===== config.mk =====
export PLATFORM = sky130hd
export DESIGN_NAME = ddr3_lite_top
export DESIGN_NICKNAME = d
export VERILOG_FILES = /design/src/hw/ddr3_bus_pkg.sv /design/src/hw/ddr3_cmd_pkg.sv /design/src/hw/ddr3_lite_top.sv /design/src/hw/ddr3_dfi_path.sv /design/src/hw/ddr3_fsm.sv /design/src/hw/ddr3_timer.sv /design/src/hw/ddr3_req_ctrl.sv
export VERILOG_INCLUDE_DIRS = /design/src /design/src/include
export SDC_FILE = /design/constraint.sdc
export NUM_CORES = 1
export LEC_CHECK = 0
export BUFFER_PORTS_ARGS = -buffer_cell sky130_fd_sc_hd__buf_2
export CAP_MARGIN = 20
export CORE_MARGIN = 8
export CORE_UTILIZATION = 51
export CTS_BUF_LIST = sky130_fd_sc_hd__clkbuf_8
export CTS_CLUSTER_SIZE = 14
export DETAILED_ROUTE_END_ITERATION = 8
export PLACE_DENSITY_LB_ADDON = 0.15
export RECOVER_POWER = 50
export SLEW_MARGIN = 20
export SYNTH_ARGS = -nofsm -noshare
export SYNTH_HDL_FRONTEND = slang
export SYNTH_SLANG_ARGS = --single-unit

===== constraint.sdc =====
create_clock -name clock -period 2.6 [get_ports clock]
set_input_delay 0.52 -clock clock [delete_from_list [all_inputs] [get_ports clock]]
set_output_delay 0.52 -clock clock [all_outputs]
set_load 0.03 [all_outputs]

===== src/include/ddr3_lite_defs.svh =====
`ifndef DDR3_LITE_DEFS_SVH
`define DDR3_LITE_DEFS_SVH

// Address fields of a word address, bank at the top
`define DDR_BANK_BITS 3
`define DDR_ROW_BITS 13
`define DDR_COL_BITS 10

// Host data word and byte strobes
`define DDR_DATA_BITS 32
`define DDR_MASK_BITS 4
`define DDR_ID_BITS 4

// DRAM timing, all in controller clock cycles
`define DDR_CL 6            // RD to read data
`define DDR_CWL 5           // WR to write data
`define DDR_TRCD 4          // ACT to RD or WR
`define DDR_TRP 4           // PRE to next command
`define DDR_TWR 6           // Write recovery
`define DDR_TRFC 30         // REF to next command
`define DDR_TREFI 780       // Refresh interval
`define DDR_INIT_CYCLES 200 // CKE held low after reset

`endif

===== src/hw/ddr3_bus_pkg.sv =====
`include "ddr3_lite_defs.svh"

package ddr3_bus_pkg;

  typedef logic [`DDR_ID_BITS-1:0] id_t;

  // Word address as {bank, row, column}
  typedef logic [`DDR_BANK_BITS+`DDR_ROW_BITS+`DDR_COL_BITS-1:0] mem_addr_t;

  typedef logic [`DDR_DATA_BITS-1:0] data_t;
  typedef logic [`DDR_MASK_BITS-1:0] mask_t;  // Host byte strobes, 1 writes the byte

  // One single-beat access handed to the command FSM
  typedef struct packed {
    logic      write;
    id_t       id;
    mem_addr_t addr;
    data_t     data;
    mask_t     mask;
  } mem_req_t;

  // Read data on its way back to the host
  typedef struct packed {
    id_t   id;
    data_t data;
  } rd_ret_t;

endpackage


===== src/hw/ddr3_cmd_pkg.sv =====
`include "ddr3_lite_defs.svh"

package ddr3_cmd_pkg;

  typedef logic [`DDR_BANK_BITS-1:0] bank_t;
  typedef logic [`DDR_ROW_BITS-1:0] row_t;
  typedef logic [`DDR_COL_BITS-1:0] col_t;

  // Timer load value, sized for the CKE delay
  typedef logic [7:0] wait_t;

  // Bits are {cs_n, ras_n, cas_n, we_n}
  typedef enum logic [3:0] {
    CMD_NOP = 4'b1111,  // Deselect, chip idle
    CMD_MRS = 4'b0000,
    CMD_REF = 4'b0001,
    CMD_PRE = 4'b0010,
    CMD_ACT = 4'b0011,
    CMD_RD  = 4'b0101,
    CMD_WR  = 4'b0100
  } dram_cmd_t;

  typedef enum logic [2:0] {
    ST_RESET,
    ST_CKE,   // Waiting out the CKE delay
    ST_MRS,
    ST_IDLE,
    ST_REF,
    ST_ACT,
    ST_RW,
    ST_PRE
  } fsm_state_t;

  typedef struct packed {
    logic  cs_n;
    logic  ras_n;
    logic  cas_n;
    logic  we_n;
    bank_t bank;
    row_t  addr;  // Row on ACT, column on RD and WR
  } dfi_cmd_t;

endpackage


===== src/hw/ddr3_lite_top.sv =====
`timescale 1ns/1ps
`include "ddr3_lite_defs.svh"

module ddr3_lite_top import ddr3_cmd_pkg::*, ddr3_bus_pkg::*; (
  input  logic      clock,
  input  logic      reset,
  input  logic      axi_awvalid_i,
  output logic      axi_awready_o,
  input  mem_addr_t axi_awaddr_i,
  input  id_t       axi_awid_i,
  input  logic      axi_wvalid_i,
  output logic      axi_wready_o,
  input  mask_t     axi_wstrb_i,
  input  data_t     axi_wdata_i,
  output logic      axi_bvalid_o,
  input  logic      axi_bready_i,
  output id_t       axi_bid_o,
  input  logic      axi_arvalid_i,
  output logic      axi_arready_o,
  input  mem_addr_t axi_araddr_i,
  input  id_t       axi_arid_i,
  output logic      axi_rvalid_o,
  input  logic      axi_rready_i,
  output id_t       axi_rid_o,
  output data_t     axi_rdata_o,
  output logic      dfi_rst_no,
  output logic      dfi_cke_o,
  output logic      dfi_cs_no,
  output logic      dfi_ras_no,
  output logic      dfi_cas_no,
  output logic      dfi_we_no,
  output logic      dfi_odt_o,
  output bank_t     dfi_bank_o,
  output row_t      dfi_addr_o,
  output logic      dfi_wren_o,
  output mask_t     dfi_mask_o,
  output data_t     dfi_data_o,
  output logic      dfi_rden_o,
  input  logic      dfi_rvld_i,
  input  data_t     dfi_data_i
);

  logic     req_valid;
  logic     req_ready;
  mem_req_t req;
  logic     wr_done;
  logic     wr_issue;
  logic     rd_issue;
  data_t    issue_data;
  mask_t    issue_mask;
  id_t      issue_id;
  logic     wait_load;
  wait_t    wait_count;
  logic     wait_done;
  logic     ref_ack;
  logic     ref_due;
  logic     rd_ret_valid;
  rd_ret_t  rd_ret;
  dfi_cmd_t dfi_cmd;

  // Host channels connect by name
  ddr3_req_ctrl u_req_ctrl (
    .*,
    .req_valid_o    (req_valid),
    .req_ready_i    (req_ready),
    .req_o          (req),
    .wr_done_i      (wr_done),
    .rd_ret_valid_i (rd_ret_valid),
    .rd_ret_i       (rd_ret)
  );

  ddr3_fsm u_fsm (
    .clock        (clock),
    .reset        (reset),
    .req_valid_i  (req_valid),
    .req_ready_o  (req_ready),
    .req_i        (req),
    .wr_done_o    (wr_done),
    .wr_issue_o   (wr_issue),
    .rd_issue_o   (rd_issue),
    .issue_data_o (issue_data),
    .issue_mask_o (issue_mask),
    .issue_id_o   (issue_id),
    .wait_load_o  (wait_load),
    .wait_count_o (wait_count),
    .wait_done_i  (wait_done),
    .ref_ack_o    (ref_ack),
    .ref_due_i    (ref_due),
    .dfi_rst_no   (dfi_rst_no),
    .dfi_cke_o    (dfi_cke_o),
    .dfi_odt_o    (dfi_odt_o),
    .dfi_cmd_o    (dfi_cmd)
  );

  ddr3_timer u_timer (
    .clock        (clock),
    .reset        (reset),
    .wait_load_i  (wait_load),
    .wait_count_i (wait_count),
    .wait_done_o  (wait_done),
    .ref_ack_i    (ref_ack),
    .ref_due_o    (ref_due)
  );

  ddr3_dfi_path u_dfi_path (
    .*,
    .wr_issue_i     (wr_issue),
    .rd_issue_i     (rd_issue),
    .issue_data_i   (issue_data),
    .issue_mask_i   (issue_mask),
    .issue_id_i     (issue_id),
    .rd_ret_valid_o (rd_ret_valid),
    .rd_ret_o       (rd_ret)
  );

  // Command bus out to the DFI pins
  assign dfi_cs_no  = dfi_cmd.cs_n;
  assign dfi_ras_no = dfi_cmd.ras_n;
  assign dfi_cas_no = dfi_cmd.cas_n;
  assign dfi_we_no  = dfi_cmd.we_n;
  assign dfi_bank_o = dfi_cmd.bank;
  assign dfi_addr_o = dfi_cmd.addr;

endmodule


===== src/hw/ddr3_dfi_path.sv =====
`timescale 1ns/1ps
`include "ddr3_lite_defs.svh"

module ddr3_dfi_path import ddr3_bus_pkg::*; (
  input  logic    clock,
  input  logic    reset,
  input  logic    wr_issue_i,
  input  logic    rd_issue_i,
  input  data_t   issue_data_i,
  input  mask_t   issue_mask_i,
  input  id_t     issue_id_i,
  output logic    dfi_wren_o,
  output mask_t   dfi_mask_o,
  output data_t   dfi_data_o,
  output logic    dfi_rden_o,
  input  logic    dfi_rvld_i,
  input  data_t   dfi_data_i,
  output logic    rd_ret_valid_o,
  output rd_ret_t rd_ret_o
);

  logic [`DDR_CWL-1:0] wr_pipe;  // WR strobe, CWL cycles deep
  logic [`DDR_CL-3:0]  rd_pipe;  // RD strobe, CL - 2 cycles deep
  data_t               wr_data;
  mask_t               wr_strb;
  id_t                 rd_id;

  always_ff @(posedge clock) begin
    if (reset) begin
      wr_pipe        <= '0;
      rd_pipe        <= '0;
      rd_ret_valid_o <= 1'b0;
    end else begin
      wr_pipe        <= {wr_pipe[`DDR_CWL-2:0], wr_issue_i};
      rd_pipe        <= {rd_pipe[`DDR_CL-4:0], rd_issue_i};
      rd_ret_valid_o <= dfi_rvld_i;
    end
  end

  // Closed page keeps one access in flight, so one stage holds the payload
  always_ff @(posedge clock) begin
    if (wr_issue_i) begin
      wr_data <= issue_data_i;
      wr_strb <= issue_mask_i;
    end
    if (rd_issue_i) rd_id <= issue_id_i;
    if (dfi_rvld_i) begin
      rd_ret_o.id   <= rd_id;
      rd_ret_o.data <= dfi_data_i;
    end
  end

  assign dfi_wren_o = wr_pipe[`DDR_CWL-1];
  assign dfi_data_o = wr_data;
  assign dfi_mask_o = ~wr_strb;  // DM high blocks the byte
  assign dfi_rden_o = rd_pipe[`DDR_CL-3];

endmodule


===== src/hw/ddr3_fsm.sv =====
`timescale 1ns/1ps
`include "ddr3_lite_defs.svh"

module ddr3_fsm import ddr3_cmd_pkg::*, ddr3_bus_pkg::*; (
  input  logic     clock,
  input  logic     reset,
  input  logic     req_valid_i,
  output logic     req_ready_o,
  input  mem_req_t req_i,
  output logic     wr_done_o,
  output logic     wr_issue_o,
  output logic     rd_issue_o,
  output data_t    issue_data_o,
  output mask_t    issue_mask_o,
  output id_t      issue_id_o,
  output logic     wait_load_o,
  output wait_t    wait_count_o,
  input  logic     wait_done_i,
  output logic     ref_ack_o,
  input  logic     ref_due_i,
  output logic     dfi_rst_no,
  output logic     dfi_cke_o,
  output logic     dfi_odt_o,
  output dfi_cmd_t dfi_cmd_o
);

  // MR0 with WR 6, CL 6 and fixed BL8
  localparam row_t MR0_VALUE = row_t'('h420);

  fsm_state_t state_q;
  fsm_state_t state_d;
  mem_req_t   req_q;
  bank_t      req_bank;
  row_t       req_row;
  col_t       req_col;
  dram_cmd_t  cmd_d;
  bank_t      bank_d;
  row_t       addr_d;
  logic       rst_d;
  logic       cke_d;
  logic       odt_d;
  logic       wr_d;
  logic       rd_d;

  assign {req_bank, req_row, req_col} = req_q.addr;

  always_comb begin
    state_d      = state_q;
    cmd_d        = CMD_NOP;
    bank_d       = '0;
    addr_d       = '0;
    rst_d        = dfi_rst_no;
    cke_d        = dfi_cke_o;
    odt_d        = dfi_odt_o;
    wr_d         = 1'b0;
    rd_d         = 1'b0;
    wait_load_o  = 1'b0;
    wait_count_o = '0;
    ref_ack_o    = 1'b0;
    req_ready_o  = 1'b0;
    case (state_q)
      ST_RESET: begin
        rst_d        = 1'b1;
        wait_load_o  = 1'b1;
        wait_count_o = wait_t'(`DDR_INIT_CYCLES - 2);  // CKE lands on INIT_CYCLES
        state_d      = ST_CKE;
      end
      ST_CKE: if (wait_done_i) begin
        cke_d        = 1'b1;
        wait_load_o  = 1'b1;
        wait_count_o = wait_t'(`DDR_TRP - 1);
        state_d      = ST_MRS;
      end
      ST_MRS: if (wait_done_i) begin
        cmd_d        = CMD_MRS;
        addr_d       = MR0_VALUE;
        wait_load_o  = 1'b1;
        wait_count_o = wait_t'(`DDR_TRP - 1);
        state_d      = ST_IDLE;
      end
      ST_IDLE: begin
        // Requests may be taken early, ACT still waits on the timer
        if (ref_due_i) begin
          state_d = ST_REF;
        end else begin
          req_ready_o = 1'b1;
          if (req_valid_i) state_d = ST_ACT;
        end
      end
      ST_REF: if (wait_done_i) begin
        cmd_d        = CMD_REF;
        ref_ack_o    = 1'b1;
        wait_load_o  = 1'b1;
        wait_count_o = wait_t'(`DDR_TRFC - 1);
        state_d      = ST_IDLE;
      end
      ST_ACT: if (wait_done_i) begin
        cmd_d        = CMD_ACT;
        bank_d       = req_bank;
        addr_d       = req_row;
        wait_load_o  = 1'b1;
        wait_count_o = wait_t'(`DDR_TRCD - 1);
        state_d      = ST_RW;
      end
      ST_RW: if (wait_done_i) begin
        bank_d      = req_bank;
        addr_d      = row_t'(req_col);  // A10 low, no auto precharge
        wait_load_o = 1'b1;
        state_d     = ST_PRE;
        if (req_q.write) begin
          cmd_d        = CMD_WR;
          wr_d         = 1'b1;
          odt_d        = 1'b1;
          wait_count_o = wait_t'(`DDR_CWL + `DDR_TWR);  // WR to PRE is CWL + 1 + tWR
        end else begin
          cmd_d        = CMD_RD;
          rd_d         = 1'b1;
          wait_count_o = wait_t'(`DDR_TRP - 1);
        end
      end
      ST_PRE: if (wait_done_i) begin
        cmd_d        = CMD_PRE;
        bank_d       = req_bank;
        odt_d        = 1'b0;
        wait_load_o  = 1'b1;
        wait_count_o = wait_t'(`DDR_TRP - 1);
        state_d      = ST_IDLE;
      end
      default: state_d = ST_RESET;
    endcase
  end

  always_ff @(posedge clock) begin
    if (reset) begin
      state_q    <= ST_RESET;
      dfi_rst_no <= 1'b0;
      dfi_cke_o  <= 1'b0;
      dfi_odt_o  <= 1'b0;
      wr_issue_o <= 1'b0;
      rd_issue_o <= 1'b0;
      dfi_cmd_o  <= {CMD_NOP, bank_t'(0), row_t'(0)};
    end else begin
      state_q    <= state_d;
      dfi_rst_no <= rst_d;
      dfi_cke_o  <= cke_d;
      dfi_odt_o  <= odt_d;
      wr_issue_o <= wr_d;
      rd_issue_o <= rd_d;
      dfi_cmd_o  <= {cmd_d, bank_d, addr_d};  // One cycle per command
    end
  end

  always_ff @(posedge clock) begin
    if (req_valid_i && req_ready_o) req_q <= req_i;
  end

  assign wr_done_o    = wr_issue_o;  // Write counts as done once WR is out
  assign issue_data_o = req_q.data;
  assign issue_mask_o = req_q.mask;
  assign issue_id_o   = req_q.id;

endmodule


===== src/hw/ddr3_timer.sv =====
`timescale 1ns/1ps
`include "ddr3_lite_defs.svh"

module ddr3_timer import ddr3_cmd_pkg::*; (
  input  logic  clock,
  input  logic  reset,
  input  logic  wait_load_i,
  input  wait_t wait_count_i,
  output logic  wait_done_o,
  input  logic  ref_ack_i,
  output logic  ref_due_o
);

  localparam int REFI_BITS = $clog2(`DDR_TREFI);
  localparam logic [REFI_BITS-1:0] REFI_LAST = `DDR_TREFI - 1;

  wait_t                wait_cnt;
  logic [REFI_BITS-1:0] refi_cnt;
  logic                 refi_wrap;

  // Done in the cycle the count sits at zero
  assign wait_done_o = (wait_cnt == '0);
  assign refi_wrap   = (refi_cnt == REFI_LAST);

  always_ff @(posedge clock) begin
    if (reset) begin
      wait_cnt <= '0;
    end else if (wait_load_i) begin
      wait_cnt <= wait_count_i;
    end else if (!wait_done_o) begin
      wait_cnt <= wait_cnt - 1'b1;
    end
  end

  // Free-running, independent of the FSM
  always_ff @(posedge clock) begin
    if (reset) begin
      refi_cnt  <= '0;
      ref_due_o <= 1'b0;
    end else begin
      refi_cnt <= refi_wrap ? '0 : refi_cnt + 1'b1;
      if (refi_wrap) ref_due_o <= 1'b1;
      else if (ref_ack_i) ref_due_o <= 1'b0;
    end
  end

  // FSM reloads only after the previous wait has run out
  a_load_when_done: assert property (@(posedge clock) disable iff (reset)
    wait_load_i |-> wait_done_o);

  // A due refresh is served before the next interval ends
  a_no_lost_ref: assert property (@(posedge clock) disable iff (reset)
    refi_wrap |-> !ref_due_o);

endmodule


===== src/hw/ddr3_req_ctrl.sv =====
`timescale 1ns/1ps
`include "ddr3_lite_defs.svh"

module ddr3_req_ctrl import ddr3_bus_pkg::*; (
  input  logic      clock,
  input  logic      reset,
  input  logic      axi_awvalid_i,
  output logic      axi_awready_o,
  input  mem_addr_t axi_awaddr_i,
  input  id_t       axi_awid_i,
  input  logic      axi_wvalid_i,
  output logic      axi_wready_o,
  input  mask_t     axi_wstrb_i,
  input  data_t     axi_wdata_i,
  output logic      axi_bvalid_o,
  input  logic      axi_bready_i,
  output id_t       axi_bid_o,
  input  logic      axi_arvalid_i,
  output logic      axi_arready_o,
  input  mem_addr_t axi_araddr_i,
  input  id_t       axi_arid_i,
  output logic      axi_rvalid_o,
  input  logic      axi_rready_i,
  output id_t       axi_rid_o,
  output data_t     axi_rdata_o,
  output logic      req_valid_o,
  input  logic      req_ready_i,
  output mem_req_t  req_o,
  input  logic      wr_done_i,
  input  logic      rd_ret_valid_i,
  input  rd_ret_t   rd_ret_i
);

  logic      enable;  // Set once the FSM first comes up idle
  logic      aw_full;
  logic      w_full;
  logic      ar_full;
  mem_addr_t aw_addr;
  id_t       aw_id;
  data_t     w_data;
  mask_t     w_strb;
  mem_addr_t ar_addr;
  id_t       ar_id;
  logic      wr_busy;
  logic      rd_busy;
  logic      wr_elig;
  logic      rd_elig;
  logic      sel_wr;
  logic      wr_first;  // Round-robin priority
  logic      take;
  id_t       wr_id;
  logic      b_full;
  id_t       b_id;
  logic      r_full;
  rd_ret_t   r_slot;

  assign axi_awready_o = enable & ~aw_full;
  assign axi_wready_o  = enable & ~w_full;
  assign axi_arready_o = enable & ~ar_full;

  // A response must always find its slot empty
  assign wr_elig = aw_full & w_full & ~b_full & ~wr_busy;
  assign rd_elig = ar_full & ~r_full & ~rd_busy;
  assign take    = req_valid_o & req_ready_i;

  always_ff @(posedge clock) begin
    if (reset) begin
      enable      <= 1'b0;
      aw_full     <= 1'b0;
      w_full      <= 1'b0;
      ar_full     <= 1'b0;
      req_valid_o <= 1'b0;
      sel_wr      <= 1'b0;
      wr_first    <= 1'b1;
      wr_busy     <= 1'b0;
      rd_busy     <= 1'b0;
      b_full      <= 1'b0;
      r_full      <= 1'b0;
    end else begin
      if (req_ready_i) enable <= 1'b1;

      if (take && sel_wr) begin
        aw_full <= 1'b0;
        w_full  <= 1'b0;
      end else begin
        if (axi_awvalid_i && axi_awready_o) aw_full <= 1'b1;
        if (axi_wvalid_i && axi_wready_o) w_full <= 1'b1;
      end
      if (take && !sel_wr) ar_full <= 1'b0;
      else if (axi_arvalid_i && axi_arready_o) ar_full <= 1'b1;

      // Choice is frozen while the offer is up
      if (take) begin
        req_valid_o <= 1'b0;
        wr_first    <= ~sel_wr;
      end else if (!req_valid_o && (wr_elig || rd_elig)) begin
        req_valid_o <= 1'b1;
        sel_wr      <= wr_elig & (wr_first | ~rd_elig);
      end

      if (take && sel_wr) wr_busy <= 1'b1;
      else if (wr_done_i) wr_busy <= 1'b0;
      if (take && !sel_wr) rd_busy <= 1'b1;
      else if (rd_ret_valid_i) rd_busy <= 1'b0;

      if (wr_done_i) b_full <= 1'b1;
      else if (axi_bready_i) b_full <= 1'b0;
      if (rd_ret_valid_i) r_full <= 1'b1;
      else if (axi_rready_i) r_full <= 1'b0;
    end
  end

  always_ff @(posedge clock) begin
    if (axi_awvalid_i && axi_awready_o) begin
      aw_addr <= axi_awaddr_i;
      aw_id   <= axi_awid_i;
    end
    if (axi_wvalid_i && axi_wready_o) begin
      w_data <= axi_wdata_i;
      w_strb <= axi_wstrb_i;
    end
    if (axi_arvalid_i && axi_arready_o) begin
      ar_addr <= axi_araddr_i;
      ar_id   <= axi_arid_i;
    end
    if (take && sel_wr) wr_id <= aw_id;  // ID of the write in flight
    if (wr_done_i) b_id <= wr_id;
    if (rd_ret_valid_i) r_slot <= rd_ret_i;
  end

  always_comb begin
    req_o.write = sel_wr;
    req_o.id    = sel_wr ? aw_id : ar_id;
    req_o.addr  = sel_wr ? aw_addr : ar_addr;
    req_o.data  = w_data;
    req_o.mask  = w_strb;
  end

  assign axi_bvalid_o = b_full;
  assign axi_bid_o    = b_id;
  assign axi_rvalid_o = r_full;
  assign axi_rid_o    = r_slot.id;
  assign axi_rdata_o  = r_slot.data;

endmodule


==> impl_metrics.py <==
metrics = {
    "worst_setup_path": {
        "critPathMaxStageDelay_ps": 430,
        "r2r-end": "u_fsm.req_q[49]",
        "cp-end-kind": "flop",
        "crit_required_ps": 2810,
        "reg2reg_depth": 5,
        "worstPathCellList": "ha_1 > nor3b_1 > nand2_1 > clkinvlp_4 > buf_12",
        "r2r-start": "u_fsm.state_q[1]",
        "path_class": "flop to flop",
        "crit_arrival_ps": 2520,
        "cp-start-kind": "flop",
        "reg2reg_slack_ps": 290,
        "crit_fanout": 68,
        "cp_slowest_cell": "ha_1",
    },
    "clock_network": {
        "cts_inserted_buffers": 54,
        "post-cts-setup-buffers": 0,
        "hold_buffers": 0,
        "root_buffer": "clkbuf_8",
        "clock_latency_ps": 560,
        "htreeDepth": 2,
        "clk_pin_slew_ps": 60,
        "clk_path_buf_depth": 3,
        "cts.sinks": 351,
        "cts_tree": "yes",
        "cts_resized": 0,
    },
    "drt": {
        "vias": 6236,
        "drc_errors": 0,
        "maxUsedRoutingLayer": "met4",
        "via_per_inst": 4.98,
        "drt_first_pass_iters": 4,
        "wl_met3_um": 1710,
        "wl_met2_um": 11300,
        "drt-met1-wl_um": 9370,
        "drt-total-wl_um": 23000,
        "ant_nets": 0,
        "wl_per_cell_um": 18.3,
        "drt_iter0_markers": 397,
    },
    "outcome": {
        "status": "complete, but fails checks",
        "violations": "max-capacitance violations, max-slew violations",
    },
    "run": {
        "max-cap-violations": 3,
    },
    "global_routing": {
        "grt_max_degree": 69,
        "grt_pass1_wl_um": 35600,
        "grt_pass1_vias": 6621,
        "grt_overflow": 0,
        "grt_usage": 0.160,
        "antenna_found_initial": 1,
    },
    "yosys": {
        "synth_ff_type": "edfxtp_1",
        "yosys_warnings": 0,
        "seq_area_frac_synth": 0.844,
        "yosysTopAreaCell": "edfxtp_1",
        "ys_seq_elements": 351,
        "syn_area_um2": 11700,
        "netlist_instances": 634,
        "synth_edf_count": 283,
        "syn-num-nets": 777,
        "ys_types": 52,
        "synth_top_area_share": 0.727,
        "syn_avg_cell_area_um2": 18.4,
        "ys_top_cells_by_area": "edfxtp_1, dfxtp_1, mux2_2, nor2_1, ha_1",
        "synth-async-reset-ratio": 0,
    },
    "die": {
        "dieArea_um2": 28000,
        "fp.dieH_um": 167,
        "floorplan.initialDensity": 0.518,
        "die_x_um": 167,
        "core_um2": 22600,
        "io_pins": 242,
        "rows": 55,
    },
    "timing": {
        "setup_tns_ps": 0,
        "period_share": 0.888,
        "worst_pin_slew_ps": 2000,
        "finalCriticalPeriod_ps": 2310,
        "setup_violations": 0,
        "finClkSkew_ps": 13.1,
        "rsz0062_at_grt": "no",
        "hold_viol_final": 0,
        "final_max_slew_viol_count": 78,
        "max_freq_mhz": 433,
        "slew_headroom": -0.331,
    },
    "min_path": {
        "whs_path_depth": 1,
        "holdCritPathClass": "input pin to flop",
        "min_from": "axi_wdata_i[11]",
        "holdPathEnd": "u_req_ctrl.w_data[11]",
    },
    "cells_and_area": {
        "final_nets": 1064,
        "area_growth_pct": 22.0,
        "finalInstanceArea_um2": 14300,
        "drive_above_1_share": 0.357,
        "fillers": 1660,
    },
    "power_and_ir_drop": {
        "leakage_nw": 5.34,
        "vdd_drop_max_uv": 388,
        "power_density_nw_per_um2": 808,
    },
    "placed_design": {
        "place.gp.congestion": 0.831,
        "placed_area_um2": 13300,
        "hpwlAfterDp_um": 15600,
        "placement.io_buffers": 241,
    },
}
final cells by class:
| type | instances | area (um2) | area share |
|---|---|---|---|
| Antenna cell | 1 | 2.50 | 0.000175 |
| Clock buffer | 59 | 812 | 0.0569 |
| Clock inverter | 42 | 211 | 0.0148 |
| Inverter | 17 | 67.6 | 0.00474 |
| Multi-Input combinational cell | 246 | 1680 | 0.117 |
| Sequential cell | 351 | 9860 | 0.691 |
| Tap cell | 285 | 357 | 0.0250 |
| Timing Repair Buffer | 251 | 1270 | 0.0894 |
cells in the mapped netlist, drive strengths merged, types with 9 or more instances:
master and number:
nor3 12, a22oi 9, clkbuf 15, edfxtp 283, inv 17, o21ai 15
dfxtp 68, nor2b 14, nand2 16, mux2 30, nor2 45, a21oi 17
flip-flops by register name (all words and copies together) (netlist names), 14 cells and up:
signal / count
u_dfi_path.rd_ret_o: 36
u_fsm.req_q: 14
u_dfi_path.dfi_data_o: 32
u_req_ctrl.ar_addr: 26
u_req_ctrl.axi_rdata_o: 32
u_req_ctrl.w_data: 32
u_req_ctrl.aw_addr: 26
u_fsm.dfi_cmd_o: 20
u_fsm.issue_data_o: 32
metrics by stage:
step / worst slack [ps] / total power [mW] / hold slack [ps] / std cells / utilization
floorplan: 376 / 7.10 / 400 / 634 / -
global placement: 387 / 7.45 / 400 / 1150 / 0.587
detailed placement: 304 / 7.47 / 405 / 1150 / 0.587
CTS: 289 / 11.7 / 88.9 / 1251 / 0.633
global route: 33.5 / 12.0 / 86.3 / 1252 / 0.632
finish: 290 / 11.5 / 129 / 1252 / 0.632
report_power, final:
part	internal (mW)	switching, mW	leakage (nW)
Sequential	6.23	0.112	3.14
Combinational	0.377	0.643	1.57
Clock	2.20	1.97	0.631
Total	8.80	2.72	5.34
critical path: cells and delay by family, from the launching register on:
kind                       cells  cell delay [ps]
buffers and inverters          2              440
adders and majority gates      1              430
and+or+nand+nor                2              650
DFF                            1              380
placed cells by master, fill, tap and decap left out, drive strengths merged, types with 3 or more instances in the layout:
cell,synthesis,final
dfxtp,68,68
a31oi,4,4
a211o,3,3
clkinv,0,9
nor2b,14,14
nand2,16,16
or4,3,3
nand3,8,8
xor2,3,3
o31ai,3,3
or2,3,3
nor3,12,12
and4,4,4
mux2,30,30
clkbuf,15,72
a211oi,6,6
edfxtp,283,283
a22oi,9,9
buf,5,238
o21ai,15,15
a21oi,17,17
nor4,3,3
and2,5,5
xnor2,6,6
inv,17,47
ha,7,7
nor2,45,45
cells by family (layout without fill, tap and decap cells):
family,count (synthesis),in the layout,share of synthesized area
flip-flops,351,351,0.844
AND/OR/NAND/NOR,129,129,0.0601
AO/OA/AOI/OAI,69,69,0.0383
buffers and inverters,37,369,0.0128
multiplexers,32,32,0.0306
XOR/XNOR,9,9,0.00675
adder cells (fa/ha/maj),7,7,0.00750
other,0,1,0
metal layers:
metal / global-route usage / vias to the layer above
met2: 0.264 / 241
met4: 0.0683 / 0
met3: 0.0508 / 41
li1: - / 2987
met1: 0.192 / 2967
met5: 0 / -
worst max path at each step:
| stage | start | endpoint | slack [ps] |
|---|---|---|---|
| after floorplan | u_req_ctrl.enable | u_req_ctrl.w_data[0] | 380 |
| after global placement | u_fsm.state_q[1] | u_fsm.req_bank[0] | 390 |
| after detailed placement | u_fsm.state_q[1] | u_fsm.req_q[56] | 300 |
| after CTS | u_fsm.state_q[1] | u_fsm.req_q[48] | 290 |
| after global routing | u_fsm.state_q[1] | u_fsm.req_q[56] | 30 |
| final | u_fsm.state_q[1] | u_fsm.req_q[49] | 290 |
Note: power is estimated with default switching activity, not from simulation.
